--- config.mk ---
export PLATFORM = sky130hd
export DESIGN_NAME = rp_top
export DESIGN_NICKNAME = d
export VERILOG_FILES = /design/src/hk_pkg.sv /design/src/idly_if.sv /design/src/sys_bus_if.sv /design/src/rp_top.sv /design/src/hk_regs.sv /design/src/adc_capture.sv
export VERILOG_INCLUDE_DIRS = /design/src
export SDC_FILE = /design/constraint.sdc
export NUM_CORES = 1
export LEC_CHECK = 0
export ABC_AREA = 1
export BUFFER_PORTS_ARGS = -buffer_cell sky130_fd_sc_hd__buf_2
export CELL_PAD_IN_SITES_DETAIL_PLACEMENT = 1
export CELL_PAD_IN_SITES_GLOBAL_PLACEMENT = 2
export CORE_MARGIN = 8
export CORE_UTILIZATION = 32
export CTS_CLUSTER_SIZE = 20
export DETAILED_ROUTE_END_ITERATION = 7
export GPL_ROUTABILITY_DRIVEN = 1
export MAX_ROUTING_LAYER = met4
export PLACE_DENSITY_LB_ADDON = 0.1
export SETUP_SLACK_MARGIN = 0.2
export SLEW_MARGIN = 20
export SYNTH_ARGS = -nofsm -noshare
export SYNTH_HDL_FRONTEND = slang
export SYNTH_HIERARCHICAL = 1
export SYNTH_SLANG_ARGS = --single-unit
--- constraint.sdc ---
create_clock -name adc_clk2d -period 2.06 [get_ports adc_clk2d]
set_input_delay 0.309 -clock adc_clk2d [delete_from_list [all_inputs] [get_ports adc_clk2d]]
set_output_delay 0.309 -clock adc_clk2d [all_outputs]
set_load 0.005 [all_outputs]
--- src/hk_consts.svh ---
// widths of bus, ADC lanes, expansion pins and LEDs
// register byte offsets of the housekeeping block
// ID word and delay tap constants

`ifndef HK_CONSTS_SVH
`define HK_CONSTS_SVH

`define HK_LANES          7            // ddr lanes per channel
`define HK_ADC_W          14           // sample width
`define HK_BUS_AW         20           // system bus address
`define HK_BUS_DW         32           // system bus data
`define HK_EXP_W          9            // expansion pins per side
`define HK_LED_W          8
`define HK_TAP_W          5
`define HK_TAP_HALF       5'd16        // lane delay kicks in here
`define HK_IDLY_CH_B      8            // channel B field in IDLY reg
`define HK_ID_VAL         32'h5250_0001

// register offsets, full address width
`define HK_REG_ID         20'h00
`define HK_REG_EXP_P_DIR  20'h10
`define HK_REG_EXP_N_DIR  20'h14
`define HK_REG_EXP_P_OUT  20'h18
`define HK_REG_EXP_N_OUT  20'h1C
`define HK_REG_EXP_P_IN   20'h20
`define HK_REG_EXP_N_IN   20'h24
`define HK_REG_LED        20'h30
`define HK_REG_IDLY       20'h34
`define HK_REG_ADC        20'h40

`endif
--- src/hk_pkg.sv ---
// shared types: captured ADC word seen as lane pairs or as one code

`include "hk_consts.svh"

package hk_pkg;

  // one lane, two beats; beat_a lands on the even bit
  typedef struct packed {
    logic beat_b;                               // odd bit
    logic beat_a;                               // even bit
  } lane_bits_t;

  typedef union packed {
    lane_bits_t [`HK_LANES-1:0] lane;           // lane k -> bits 2k+1:2k
    logic       [`HK_ADC_W-1:0] code;           // raw converter code
  } adc_word_u;

endpackage

--- src/idly_if.sv ---
// input delay control, register block to ADC capture
// strobes one bit per channel, tap counts back

`timescale 1ns/100ps

`include "hk_consts.svh"

interface idly_if;

  logic [1:0]                ld;     // clear tap
  logic [1:0]                ce;     // step tap
  logic [1:0]                inc;    // step direction, 1 = up
  logic [1:0][`HK_TAP_W-1:0] cnt;    // [0] channel A, [1] channel B

  modport ctl (
    output ld, ce, inc,
    input  cnt
  );

  modport tap (
    input  ld, ce, inc,
    output cnt
  );

endinterface

--- src/sys_bus_if.sv ---
// system bus between top level and register block
// request pulse, ack one cycle later

`timescale 1ns/100ps

`include "hk_consts.svh"

interface sys_bus_if;

  logic [`HK_BUS_AW-1:0] addr;    // byte address
  logic [`HK_BUS_DW-1:0] wdata;
  logic                  wen;     // single cycle write pulse
  logic                  ren;     // single cycle read pulse
  logic [`HK_BUS_DW-1:0] rdata;   // valid with ack on reads
  logic                  ack;
  logic                  err;     // unknown address, pulses with ack

  modport master (
    output addr, wdata, wen, ren,
    input  rdata, ack, err
  );

  modport slave (
    input  addr, wdata, wen, ren,
    output rdata, ack, err
  );

endinterface

--- src/rp_top.sv ---
// top level: plain bus and pin ports onto the bus and
// delay control interfaces, ADC capture and register block

`timescale 1ns/100ps

`include "hk_consts.svh"

module rp_top (
  input  logic                 adc_clk2d,
  input  logic                 reset_i,
  // ADC ddr lanes
  input  logic [`HK_LANES-1:0] adc_lanes_a_i,
  input  logic [`HK_LANES-1:0] adc_lanes_b_i,
  // system bus
  input  logic [`HK_BUS_AW-1:0] sys_addr_i,
  input  logic [`HK_BUS_DW-1:0] sys_wdata_i,
  input  logic                  sys_wen_i,
  input  logic                  sys_ren_i,
  output logic [`HK_BUS_DW-1:0] sys_rdata_o,
  output logic                  sys_ack_o,
  output logic                  sys_err_o,
  // expansion connector
  input  logic [`HK_EXP_W-1:0] exp_p_dat_i,
  input  logic [`HK_EXP_W-1:0] exp_n_dat_i,
  output logic [`HK_EXP_W-1:0] exp_p_dat_o,
  output logic [`HK_EXP_W-1:0] exp_n_dat_o,
  output logic [`HK_EXP_W-1:0] exp_p_dir_o,
  output logic [`HK_EXP_W-1:0] exp_n_dir_o,
  output logic [`HK_LED_W-1:0] led_o,
  // converted samples
  output logic [`HK_ADC_W-1:0] adc_dat_a_o,
  output logic [`HK_ADC_W-1:0] adc_dat_b_o,
  output logic                 adc_valid_o
);

  sys_bus_if bus ();
  idly_if    idly ();

  assign bus.addr    = sys_addr_i;     // master side from the ports
  assign bus.wdata   = sys_wdata_i;
  assign bus.wen     = sys_wen_i;
  assign bus.ren     = sys_ren_i;
  assign sys_rdata_o = bus.rdata;
  assign sys_ack_o   = bus.ack;
  assign sys_err_o   = bus.err;

  adc_capture u_adc_capture (
    .adc_clk2d (adc_clk2d    ),
    .reset_i   (reset_i      ),
    .lanes_a_i (adc_lanes_a_i),
    .lanes_b_i (adc_lanes_b_i),
    .tap       (idly         ),
    .dat_a_o   (adc_dat_a_o  ),
    .dat_b_o   (adc_dat_b_o  ),
    .valid_o   (adc_valid_o  )
  );

  hk_regs u_hk_regs (
    .adc_clk2d   (adc_clk2d  ),
    .reset_i     (reset_i    ),
    .bus         (bus        ),
    .idly        (idly       ),
    .exp_p_dat_i (exp_p_dat_i),
    .exp_n_dat_i (exp_n_dat_i),
    .exp_p_dat_o (exp_p_dat_o),
    .exp_n_dat_o (exp_n_dat_o),
    .exp_p_dir_o (exp_p_dir_o),
    .exp_n_dir_o (exp_n_dir_o),
    .led_o       (led_o      ),
    .adc_a_i     (adc_dat_a_o),   // snapshot taps the output ports
    .adc_b_i     (adc_dat_b_o),
    .adc_valid_i (adc_valid_o)
  );

endmodule

--- src/hk_regs.sv ---
// housekeeping register block on the system bus
// ID, LED, expansion connector direction/output/input,
// delay tap strobes and readback, ADC sample snapshot

`timescale 1ns/100ps

`include "hk_consts.svh"

module hk_regs (
  input  logic                        adc_clk2d,
  input  logic                        reset_i,
  sys_bus_if.slave                    bus,
  idly_if.ctl                         idly,
  input  logic [`HK_EXP_W-1:0]        exp_p_dat_i,  // pin inputs
  input  logic [`HK_EXP_W-1:0]        exp_n_dat_i,
  output logic [`HK_EXP_W-1:0]        exp_p_dat_o,  // pin outputs
  output logic [`HK_EXP_W-1:0]        exp_n_dat_o,
  output logic [`HK_EXP_W-1:0]        exp_p_dir_o,  // 1 = drive pin
  output logic [`HK_EXP_W-1:0]        exp_n_dir_o,
  output logic [`HK_LED_W-1:0]        led_o,
  input  logic signed [`HK_ADC_W-1:0] adc_a_i,
  input  logic signed [`HK_ADC_W-1:0] adc_b_i,
  input  logic                        adc_valid_i
);

  import hk_pkg::*;

  logic                  req;        // any access this cycle
  logic                  hit;        // address is a known register
  logic                  idly_wr;
  logic [`HK_BUS_DW-1:0] rd_mux;
  logic [`HK_EXP_W-1:0]  exp_p_in;   // registered pin inputs
  logic [`HK_EXP_W-1:0]  exp_n_in;
  adc_word_u             snap_a;     // last valid sample pair
  adc_word_u             snap_b;

  assign req     = bus.wen | bus.ren;
  assign idly_wr = bus.wen & (bus.addr == `HK_REG_IDLY);

  //////////////////////////////////////////////////
  // bus handshake
  //////////////////////////////////////////////////

  always_ff @(posedge adc_clk2d)
  begin
    if (reset_i)
    begin
      bus.ack <= 1'b0;
      bus.err <= 1'b0;
    end
    else
    begin
      bus.ack <= req;               // always one cycle after request
      bus.err <= req & ~hit;
    end
  end

  always_ff @(posedge adc_clk2d)
  begin
    bus.rdata <= bus.ren ? rd_mux : '0;
  end

  //////////////////////////////////////////////////
  // write side
  //////////////////////////////////////////////////

  always_ff @(posedge adc_clk2d)
  begin
    if (reset_i)
    begin
      exp_p_dir_o <= '0;
      exp_n_dir_o <= '0;
      exp_p_dat_o <= '0;
      exp_n_dat_o <= '0;
      led_o       <= '0;
    end
    else if (bus.wen)
    begin
      case (bus.addr)
        `HK_REG_EXP_P_DIR: exp_p_dir_o <= bus.wdata[`HK_EXP_W-1:0];
        `HK_REG_EXP_N_DIR: exp_n_dir_o <= bus.wdata[`HK_EXP_W-1:0];
        `HK_REG_EXP_P_OUT: exp_p_dat_o <= bus.wdata[`HK_EXP_W-1:0];
        `HK_REG_EXP_N_OUT: exp_n_dat_o <= bus.wdata[`HK_EXP_W-1:0];
        `HK_REG_LED:       led_o       <= bus.wdata[`HK_LED_W-1:0];
        default:           ;            // read-only or unknown, ack only
      endcase
    end
  end

  // tap strobes, single cycle, same edge as ack
  always_ff @(posedge adc_clk2d)
  begin
    if (reset_i)
    begin
      idly.ld  <= '0;
      idly.ce  <= '0;
      idly.inc <= '0;
    end
    else if (idly_wr)
    begin
      idly.ld  <= {bus.wdata[`HK_IDLY_CH_B+0], bus.wdata[0]};
      idly.ce  <= {bus.wdata[`HK_IDLY_CH_B+1], bus.wdata[1]};
      idly.inc <= {bus.wdata[`HK_IDLY_CH_B+2], bus.wdata[2]};
    end
    else
    begin
      idly.ld  <= '0;
      idly.ce  <= '0;
      idly.inc <= '0;
    end
  end

  //////////////////////////////////////////////////
  // input capture and read mux
  //////////////////////////////////////////////////

  always_ff @(posedge adc_clk2d)
  begin
    exp_p_in <= exp_p_dat_i;
    exp_n_in <= exp_n_dat_i;
    if (adc_valid_i)
    begin
      snap_a.code <= adc_a_i;
      snap_b.code <= adc_b_i;
    end
  end

  always_comb
  begin
    hit    = 1'b1;
    rd_mux = '0;
    case (bus.addr)
      `HK_REG_ID:        rd_mux = `HK_ID_VAL;
      `HK_REG_EXP_P_DIR: rd_mux[`HK_EXP_W-1:0] = exp_p_dir_o;
      `HK_REG_EXP_N_DIR: rd_mux[`HK_EXP_W-1:0] = exp_n_dir_o;
      `HK_REG_EXP_P_OUT: rd_mux[`HK_EXP_W-1:0] = exp_p_dat_o;
      `HK_REG_EXP_N_OUT: rd_mux[`HK_EXP_W-1:0] = exp_n_dat_o;
      `HK_REG_EXP_P_IN:  rd_mux[`HK_EXP_W-1:0] = exp_p_in;
      `HK_REG_EXP_N_IN:  rd_mux[`HK_EXP_W-1:0] = exp_n_in;
      `HK_REG_LED:       rd_mux[`HK_LED_W-1:0] = led_o;
      `HK_REG_IDLY:
      begin
        rd_mux[`HK_TAP_W-1:0]              = idly.cnt[0];   // tap A
        rd_mux[`HK_IDLY_CH_B +: `HK_TAP_W] = idly.cnt[1];   // tap B
      end
      `HK_REG_ADC:                          // B high half, A low half
        rd_mux = {{(`HK_BUS_DW/2-`HK_ADC_W){snap_b.code[`HK_ADC_W-1]}}, snap_b.code,
                  {(`HK_BUS_DW/2-`HK_ADC_W){snap_a.code[`HK_ADC_W-1]}}, snap_a.code};
      default:           hit = 1'b0;
    endcase
  end

endmodule

--- src/adc_capture.sv ---
// ADC input path for two channels
// beat pairing of the ddr lanes, delay tap counters,
// one beat lane delay above half tap range, code conversion

`timescale 1ns/100ps

`include "hk_consts.svh"

module adc_capture (
  input  logic                        adc_clk2d,
  input  logic                        reset_i,
  input  logic [`HK_LANES-1:0]        lanes_a_i,   // channel A lanes
  input  logic [`HK_LANES-1:0]        lanes_b_i,   // channel B lanes
  idly_if.tap                         tap,
  output logic signed [`HK_ADC_W-1:0] dat_a_o,     // two's complement
  output logic signed [`HK_ADC_W-1:0] dat_b_o,
  output logic                        valid_o      // every 2nd cycle
);

  import hk_pkg::*;

  logic [1:0][`HK_LANES-1:0] lanes_in;   // [0] A, [1] B
  logic [1:0][`HK_ADC_W-1:0] dat;
  logic                      phase_b;    // 0: beat A edge, 1: beat B edge
  logic                      pair_done;  // both beats in the word

  assign lanes_in = {lanes_b_i, lanes_a_i};
  assign dat_a_o  = dat[0];
  assign dat_b_o  = dat[1];

  //////////////////////////////////////////////////
  // beat phase and output strobe
  //////////////////////////////////////////////////

  always_ff @(posedge adc_clk2d)
  begin
    if (reset_i)
    begin
      phase_b   <= 1'b0;            // start on beat A
      pair_done <= 1'b0;
      valid_o   <= 1'b0;
    end
    else
    begin
      phase_b   <= ~phase_b;
      pair_done <= phase_b;         // B beat just taken
      valid_o   <= pair_done;       // aligned with dat update
    end
  end

  //////////////////////////////////////////////////
  // per channel datapath
  //////////////////////////////////////////////////

  for (genvar ch = 0; ch < 2; ch++)
  begin : g_ch
    logic [`HK_TAP_W-1:0] tap_cnt;
    logic [`HK_LANES-1:0] lanes_d;     // lanes one beat late
    logic [`HK_LANES-1:0] lanes_sel;
    adc_word_u            word;

    // tap counter, wraps both ways
    always_ff @(posedge adc_clk2d)
    begin
      if (reset_i)
        tap_cnt <= '0;
      else if (tap.ld[ch])
        tap_cnt <= '0;
      else if (tap.ce[ch])
        tap_cnt <= tap.inc[ch] ? tap_cnt + 1'b1 : tap_cnt - 1'b1;
    end

    assign tap.cnt[ch] = tap_cnt;

    always_ff @(posedge adc_clk2d)
    begin
      lanes_d <= lanes_in[ch];
    end

    // upper half of tap range shifts capture by one beat
    assign lanes_sel = (tap_cnt >= `HK_TAP_HALF) ? lanes_d : lanes_in[ch];

    // beat A to even bits, beat B to odd bits
    always_ff @(posedge adc_clk2d)
    begin
      for (int k = 0; k < `HK_LANES; k++)
      begin
        if (!phase_b)
          word.lane[k].beat_a <= lanes_sel[k];
        else
          word.lane[k].beat_b <= lanes_sel[k];
      end
    end

    // unsigned negative slope to two's complement
    always_ff @(posedge adc_clk2d)
    begin
      if (reset_i)
        dat[ch] <= '0;
      else if (pair_done)
        dat[ch] <= {word.code[`HK_ADC_W-1], ~word.code[`HK_ADC_W-2:0]};
    end
  end

endmodule

==> results of run 1 <==
==> worst max-delay path, cell delays in order, from the launching register on <==
cell and delay [ns]:
dfxtp_1 0.31, buf_4 0.35, buf_2 0.19
==> per-layer routing <==
metal / up-vias / GRT usage, % / routed length [um]
met4: 0 / 3.21 / 338
met2: 138 / 27.4 / 11800
met5: - / - / 0
met3: 24 / 2.94 / 923
met1: 3060 / 22.6 / 12300
li1: 3313 / - / -
==> cell type report <==
type | count | area, um2
multi-input cells | 541 | 2680
fillers | 2874 | 13900
clock inverters | 12 | 153
flip-flops and latches | 210 | 4760
repair buffers | 236 | 1490
clock buffers | 32 | 692
well taps | 324 | 405
inverters | 81 | 319
==> synthesized netlist by cell type, types with 2 or more instances <==
| cell type | number | area [um2] |
|---|---|---|
| nand3_2 | 4 | 40.0 |
| nor2_1 | 92 | 345 |
| buf_6 | 8 | 90.1 |
| nor2_8 | 2 | 40.0 |
| a21oi_2 | 4 | 35.0 |
| nor3_1 | 3 | 15.0 |
| inv_8 | 2 | 22.5 |
| nand2_2 | 7 | 43.8 |
| buf_2 | 4 | 20.0 |
| edfxtp_1 | 56 | 1680 |
| a21oi_1 | 78 | 390 |
| nor2_4 | 10 | 113 |
| or2_1 | 4 | 25.0 |
| clkbuf_1 | 7 | 26.3 |
| xor2_1 | 2 | 17.5 |
| o21ai_1 | 4 | 20.0 |
| nand2_1 | 169 | 634 |
| nor2_2 | 3 | 18.8 |
| or2_4 | 2 | 17.5 |
| inv_1 | 75 | 282 |
| dfxtp_1 | 154 | 3080 |
| nand2_4 | 2 | 22.5 |
| ha_1 | 6 | 75.1 |
| inv_2 | 3 | 11.3 |
| o21ai_0 | 72 | 360 |
| fa_1 | 2 | 40.0 |
| or2_0 | 2 | 12.5 |
| buf_4 | 10 | 75.1 |
| nand3_1 | 49 | 245 |
| nand4_1 | 20 | 125 |
==> metrics by stage <==
| step | utilization [%] | setup WS (ns) | hold slack (ns) | cell area (um2) |
|---|---|---|---|---|
| floorplan | - | 0.517 | 0.337 | 7980 |
| global placement | 38.3 | 0.0845 | 0.406 | 9340 |
| detailed placement | 38.3 | 0.0554 | 0.412 | 9340 |
| CTS | 43.1 | 0.301 | 0.00308 | 10500 |
| global route | 43.1 | 0.249 | 0.0205 | 10500 |
| finish | 43.1 | 0.346 | 0.0238 | 10500 |
==> cell families (layout without fill, tap and decap cells) <==
| logic type | Yosys count | after routing | synth area share (%) |
|---|---|---|---|
| and+or+nand+nor | 370 | 370 | 21.5 |
| DFF | 210 | 210 | 59.7 |
| AOI/OAI and AO/OA | 161 | 161 | 10.4 |
| buffers and inverters | 111 | 361 | 6.70 |
| adders and majority gates | 8 | 8 | 1.44 |
| xor gates and xnor gates | 2 | 2 | 0.220 |
==> worst min-delay path by stage <==
stage,from,to,cells after the start
after detailed placement,u_adc_capture/g_ch[0].word[0]$_DFFE_PN_,u_adc_capture/dat_a_o[0]$_SDFFE_PP0P_,1
final,sys_wdata_i[9],u_hk_regs/idly.ce[1]$_SDFF_PP0_,3
after CTS,sys_wdata_i[9],u_hk_regs/idly.ce[1]$_SDFF_PP0_,3
after floorplan,adc_lanes_a_i[0],u_adc_capture/g_ch[0].lanes_d[0]$_DFF_P_,0
after global routing,sys_wdata_i[9],u_hk_regs/idly.ce[1]$_SDFF_PP0_,3
after global placement,u_adc_capture/g_ch[0].word[9]$_DFFE_PP_,u_adc_capture/dat_a_o[9]$_SDFFE_PP0P_,1
==> where the power goes <==
group / total, mW / leakage, nW / internal (mW) / switching, mW
clock: 4.43 / 0.411 / 2.65 / 1.78
combinational: 0.394 / 2.76 / 0.162 / 0.232
sequential: 4.43 / 1.79 / 4.37 / 0.0585
==> sequential cells by signal, indices dropped and copies added (netlist names), 2 cells and up <==
name                        cells
u_hk_regs/bus.rdata            29
u_adc_capture/g_ch.word        28
u_adc_capture/dat_a_o          14
u_adc_capture/dat_b_o          14
u_adc_capture/g_ch.lanes_d     14
u_hk_regs/snap_a               14
u_hk_regs/snap_b               14
u_adc_capture/g_ch.tap_cnt     10
u_hk_regs/exp_n_dat_o           9
u_hk_regs/exp_n_dir_o           9
u_hk_regs/exp_n_in              9
u_hk_regs/exp_p_dat_o           9
u_hk_regs/exp_p_dir_o           9
u_hk_regs/exp_p_in              9
u_hk_regs/led_o                 8
u_hk_regs/idly.ce               2
u_hk_regs/idly.inc              2
u_hk_regs/idly.ld               2
==> flow_metrics.py, run 1 <==
metrics = {
    "outcome": {
        "status": "finished, final reports clean",
    },
    "layout": {
        "area_delta_synth_final_pct": 31.7,
        "fin_nets": 1190,
        "antenna-diode-count": 0,
        "fin_cells": 1436,
        "drive_above_1_share_pct": 25.7,
        "final_common_cell": "buf_2",
        "layout_common_cells": "buf_2, nand2_1, dfxtp_1, nor2_1, a21oi_1",
    },
    "timing": {
        "setup_violations": 0,
        "max_freq_ghz": 0.584,
        "slew_viol_final": 0,
        "finClkSkew_ns": 0.0119,
        "tightest_slew_ns": 0.743,
        "rsz0062_at_grt": "no",
        "post-route-min-period_ns": 1.71,
        "period_share_pct": 83.2,
        "tns_ns": 0,
        "max_slew_margin_pct": 50.4,
        "hold_violations": 0,
    },
    "clock_network": {
        "cts_made_buffers": 24,
        "cts_root_buf": "clkbuf_16",
        "cts_tree": "built",
        "cts_resized": 0,
        "clkTransAtPathRegs_ns": 0.06,
        "clockBufferDepth": 3,
        "clock_latency_ns": 0.53,
        "clock-sinks": 210,
        "post-cts-setup-buffers": 0,
        "postCtsHoldBufs": 32,
        "htreeDepth": 1,
    },
    "routing": {
        "routedWlPerCell_um": 17.7,
        "via_per_inst": 4.55,
        "drtPass1Iterations": 4,
        "vias": 6535,
        "routed_wl_um": 25400,
        "drcViolationCount": 0,
        "ant_nets": 0,
        "drt-initial-drc-count": 269,
    },
    "worst_setup_path": {
        "r2r_setup_slack_ns": 0.53,
        "path_class": "register to output pin",
        "crit_path_start_kind": "register",
        "path_max_fanout": 29,
        "startpoint": "u_adc_capture/valid_o$_SDFF_PP0_",
        "worstPathArrival_ns": 1.40,
        "critical_path.endpoint": "adc_valid_o",
        "crit_required_ns": 1.75,
        "crit_path_end_kind": "output pin",
        "r2r-end": "u_adc_capture/g_ch[1].tap_cnt[4]$_SDFFE_PP0P_",
        "r2r_start": "u_hk_regs/idly.inc[1]$_SDFF_PP0_",
        "r2r_cells": 8,
    },
    "logic_synthesis": {
        "async_reset_ff_share_pct": 0,
        "ys_ff_latch": 210,
        "seq_area_frac_synth_pct": 59.7,
        "synthCells": 862,
        "syn_nets": 958,
        "ys.flop_type": "dfxtp_1",
        "synth_edf_count": 56,
        "yosysWarningCount": 6,
        "syn_area_per_cell_um2": 9.25,
        "netlist_area_um2": 7980,
        "ys_types": 36,
    },
    "power_and_ir_drop": {
        "power_density_nw_per_um2": 881,
        "vdd_ir_drop_max_mv": 0.514,
        "power.total_mw": 9.25,
        "leakage_nw": 4.97,
    },
    "die": {
        "num_io_pins": 195,
        "start_util_pct": 32.7,
        "die_h_um": 174,
        "design.die.area_um2": 30200,
        "num_rows": 57,
        "dieWidth_um": 174,
        "core_area_um2": 24400,
    },
    "job": {
        "maxCapViolations": 0,
    },
    "placement": {
        "io_buffer_count": 173,
        "gp_congestion": 0.795,
        "numPlacedInstances": 1360,
        "dpl.hpwl_um": 18700,
    },
    "global_route": {
        "antenna_found_initial": 0,
        "grt_pass1_vias": 6810,
        "gr-total-overflow": 0,
        "grtUsageTotal_pct": 17.1,
        "grt_first_pass_wirelength_um": 40000,
        "grt_max_degree": 46,
    },
    "hold_path": {
        "hold_path.class": "primary input to register",
    },
}
(Power assumes the default switching activity.)
==> run 2: changes to the inputs <==
- CORE_UTILIZATION: 32 -> 29
- clock period: 2.06 -> 1.55 ns (I/O delays scaled with it)
==> run 2 against run 1 <==
First-iteration DRC count rose by 10%. Final area grew 6.4%. Clock power increased by 35%. Utilization is 1.6 points lower. Sequential share of layout area is 2.6 points lower. Global-route usage down 1.0 points. Sequential power up 33%. Cell count increased by 4.6%.
==> flow_metrics.py, run 2 (synthesis results as in run 1) <==
metrics = {
    "outcome": {
        "status": "finished, final reports clean",
    },
    "worst_setup_path": {
        "crit_path_start_kind": "register",
        "path_max_fanout": 3,
        "worstPathArrival_ns": 1.11,
        "crit_path_end_kind": "output pin",
        "crit_required_ns": 1.32,
        "path_class": "register to output pin",
    },
    "global_route": {
        "grt_max_degree": 47,
        "gr-total-overflow": 0,
        "grtUsageTotal_pct": 16.1,
        "grt_first_pass_wirelength_um": 40700,
        "grt_pass1_vias": 6850,
        "antenna_found_initial": 0,
    },
    "power_and_ir_drop": {
        "switching_power_mw": 2.71,
        "p_sw_share_pct": 21.8,
        "seqPwrFrac_pct": 47.2,
        "vdd_ir_drop_max_mv": 0.738,
        "power.internal_mw": 9.76,
        "leakage_nw": 5.29,
        "combPwrFrac_pct": 4.9,
        "power_density_nw_per_um2": 1120,
        "clockPowerShare_pct": 47.9,
    },
    "timing": {
        "max_freq_ghz": 0.747,
        "period_share_pct": 86.4,
        "holdWs_ns": 0.0341,
        "post-route-min-period_ns": 1.34,
        "setup_violations": 0,
        "finClkSkew_ns": 0.0113,
        "tightest_slew_ns": 0.506,
        "hold_violations": 0,
        "rsz0062_at_grt": "yes",
        "tns_ns": 0,
        "max_slew_margin_pct": 66.2,
        "slew_viol_final": 0,
    },
    "layout": {
        "drive_above_1_share_pct": 31.5,
        "final_common_cell": "buf_2",
        "area_delta_synth_final_pct": 40.2,
        "fillCellCount": 3092,
        "fin_cells": 1502,
        "layout_common_cells": "buf_2, nand2_1, dfxtp_1, nor2_1, a21oi_1",
        "fin_nets": 1238,
        "antenna-diode-count": 0,
        "largest_reg_flops": 29,
        "regMostFlops": "u_hk_regs/bus.rdata",
    },
    "hold_path": {
        "hold_path.class": "primary input to register",
    },
    "routing": {
        "vias": 6704,
        "wl_met1_um": 12900,
        "routedWlPerCell_um": 17.9,
        "wl_met3_um": 1050,
        "routed_wl_um": 26800,
        "drcViolationCount": 0,
        "drt-initial-drc-count": 297,
        "drtPass1Iterations": 4,
        "ant_nets": 0,
        "via_per_inst": 4.46,
        "wl_met2_um": 12500,
        "top_layer_used": "met4",
    },
    "die": {
        "num_io_pins": 195,
        "die_h_um": 182,
        "start_util_pct": 29.6,
        "num_rows": 60,
        "dieWidth_um": 182,
        "design.die.area_um2": 33100,
        "core_area_um2": 27000,
    },
    "clock_network": {
        "clkTransAtPathRegs_ns": 0.06,
        "cts_made_buffers": 25,
        "cts_root_buf": "clkbuf_16",
        "clock_latency_ns": 0.53,
        "cts_tree": "built",
        "clock-sinks": 210,
        "htreeDepth": 1,
        "clockBufferDepth": 3,
    },
    "placement": {
        "numPlacedInstances": 1413,
        "gp_congestion": 0.765,
        "dpl.hpwl_um": 19900,
        "io_buffer_count": 173,
    },
    "job": {
        "maxCapViolations": 0,
    },
}
run 2: cell count changes in the layout (fill, tap and decap cells not counted), sizes merged:
cell / change
buf: +42
bufbuf: +1
bufinv: -1
clkbuf: +8
clkinv: -5
clkinvlp: -1
dlygate4sd3: +3
inv: +1
nor2: +1
run 2: final timing paths:
path,start,to,slack (ns),depth (start not counted)
worst max-delay path,u_adc_capture/valid_o$_SDFF_PP0_,adc_valid_o,0.21,2
worst min-delay path,sys_wdata_i[7],u_hk_regs/exp_n_dir_o[7]$_SDFFE_PP0P_,0.03,3
worst max register to register,u_hk_regs/idly.inc[1]$_SDFF_PP0_,u_adc_capture/g_ch[1].tap_cnt[3]$_SDFFE_PP0P_,0.28,7
worst min register to register,u_adc_capture/g_ch[0].word[12]$_DFFE_PN_,u_adc_capture/dat_a_o[12]$_SDFFE_PP0P_,0.41,1
run 2: metrics by stage:
stage	utilization [%]	power [mW]	instance area, um2	setup WS [ns]
after global routing	41.5	12.9	11200	0.172
after global placement	36.1	6.52	9730	-0.212
after CTS	41.0	12.7	11000	0.136
after detailed placement	36.1	6.53	9730	-0.255
final	41.5	12.5	11200	0.211
after floorplan	-	6.20	8070	0.182
run 2: what timing repair did:
action	in CTS	in global routing
pin swaps	0	20
endpoints found under the hold margin	46	0
cloned	1	1
setup buffers	1	5
resized for setup	14	23
endpoints found under the setup margin	9	13
hold buffers	35	0
run 2: power by group through the flow:
| stage | combinational, mW | sequential [mW] | clock, mW |
|---|---|---|---|
| floorplan | 0.211 | 5.99 | 0 |
| global placement | 0.517 | 6.01 | 0 |
| detailed placement | 0.523 | 6.01 | 0 |
| CTS | 0.606 | 5.89 | 6.17 |
| global route | 0.667 | 5.90 | 6.38 |
| finish | 0.606 | 5.88 | 5.98 |
run 2: layout make-up:
type,count,area [um2],share of cell area (%)
clock buffers,40,793,7.09
repair buffers,282,1910,17.1
flip-flops and latches,210,4780,42.7
multi-input cells,542,2870,25.6
well taps,341,427,3.82
clock inverters,6,73.8,0.660
inverters,81,334,2.99
run 2: worst max-delay path, cell delays in order, from the launching register on:
cell     delay [ns]
dfxtp_4        0.35
buf_12         0.12
buf_6          0.10
run 2: layer usage:
| metal | GRT usage [%] | vias to the layer above |
|---|---|---|
| met1 | 20.8 | 3132 |
| met3 | 2.77 | 23 |
| li1 | - | 3415 |
| met4 | 2.92 | 0 |
| met5 | - | - |
| met2 | 26.3 | 134 |
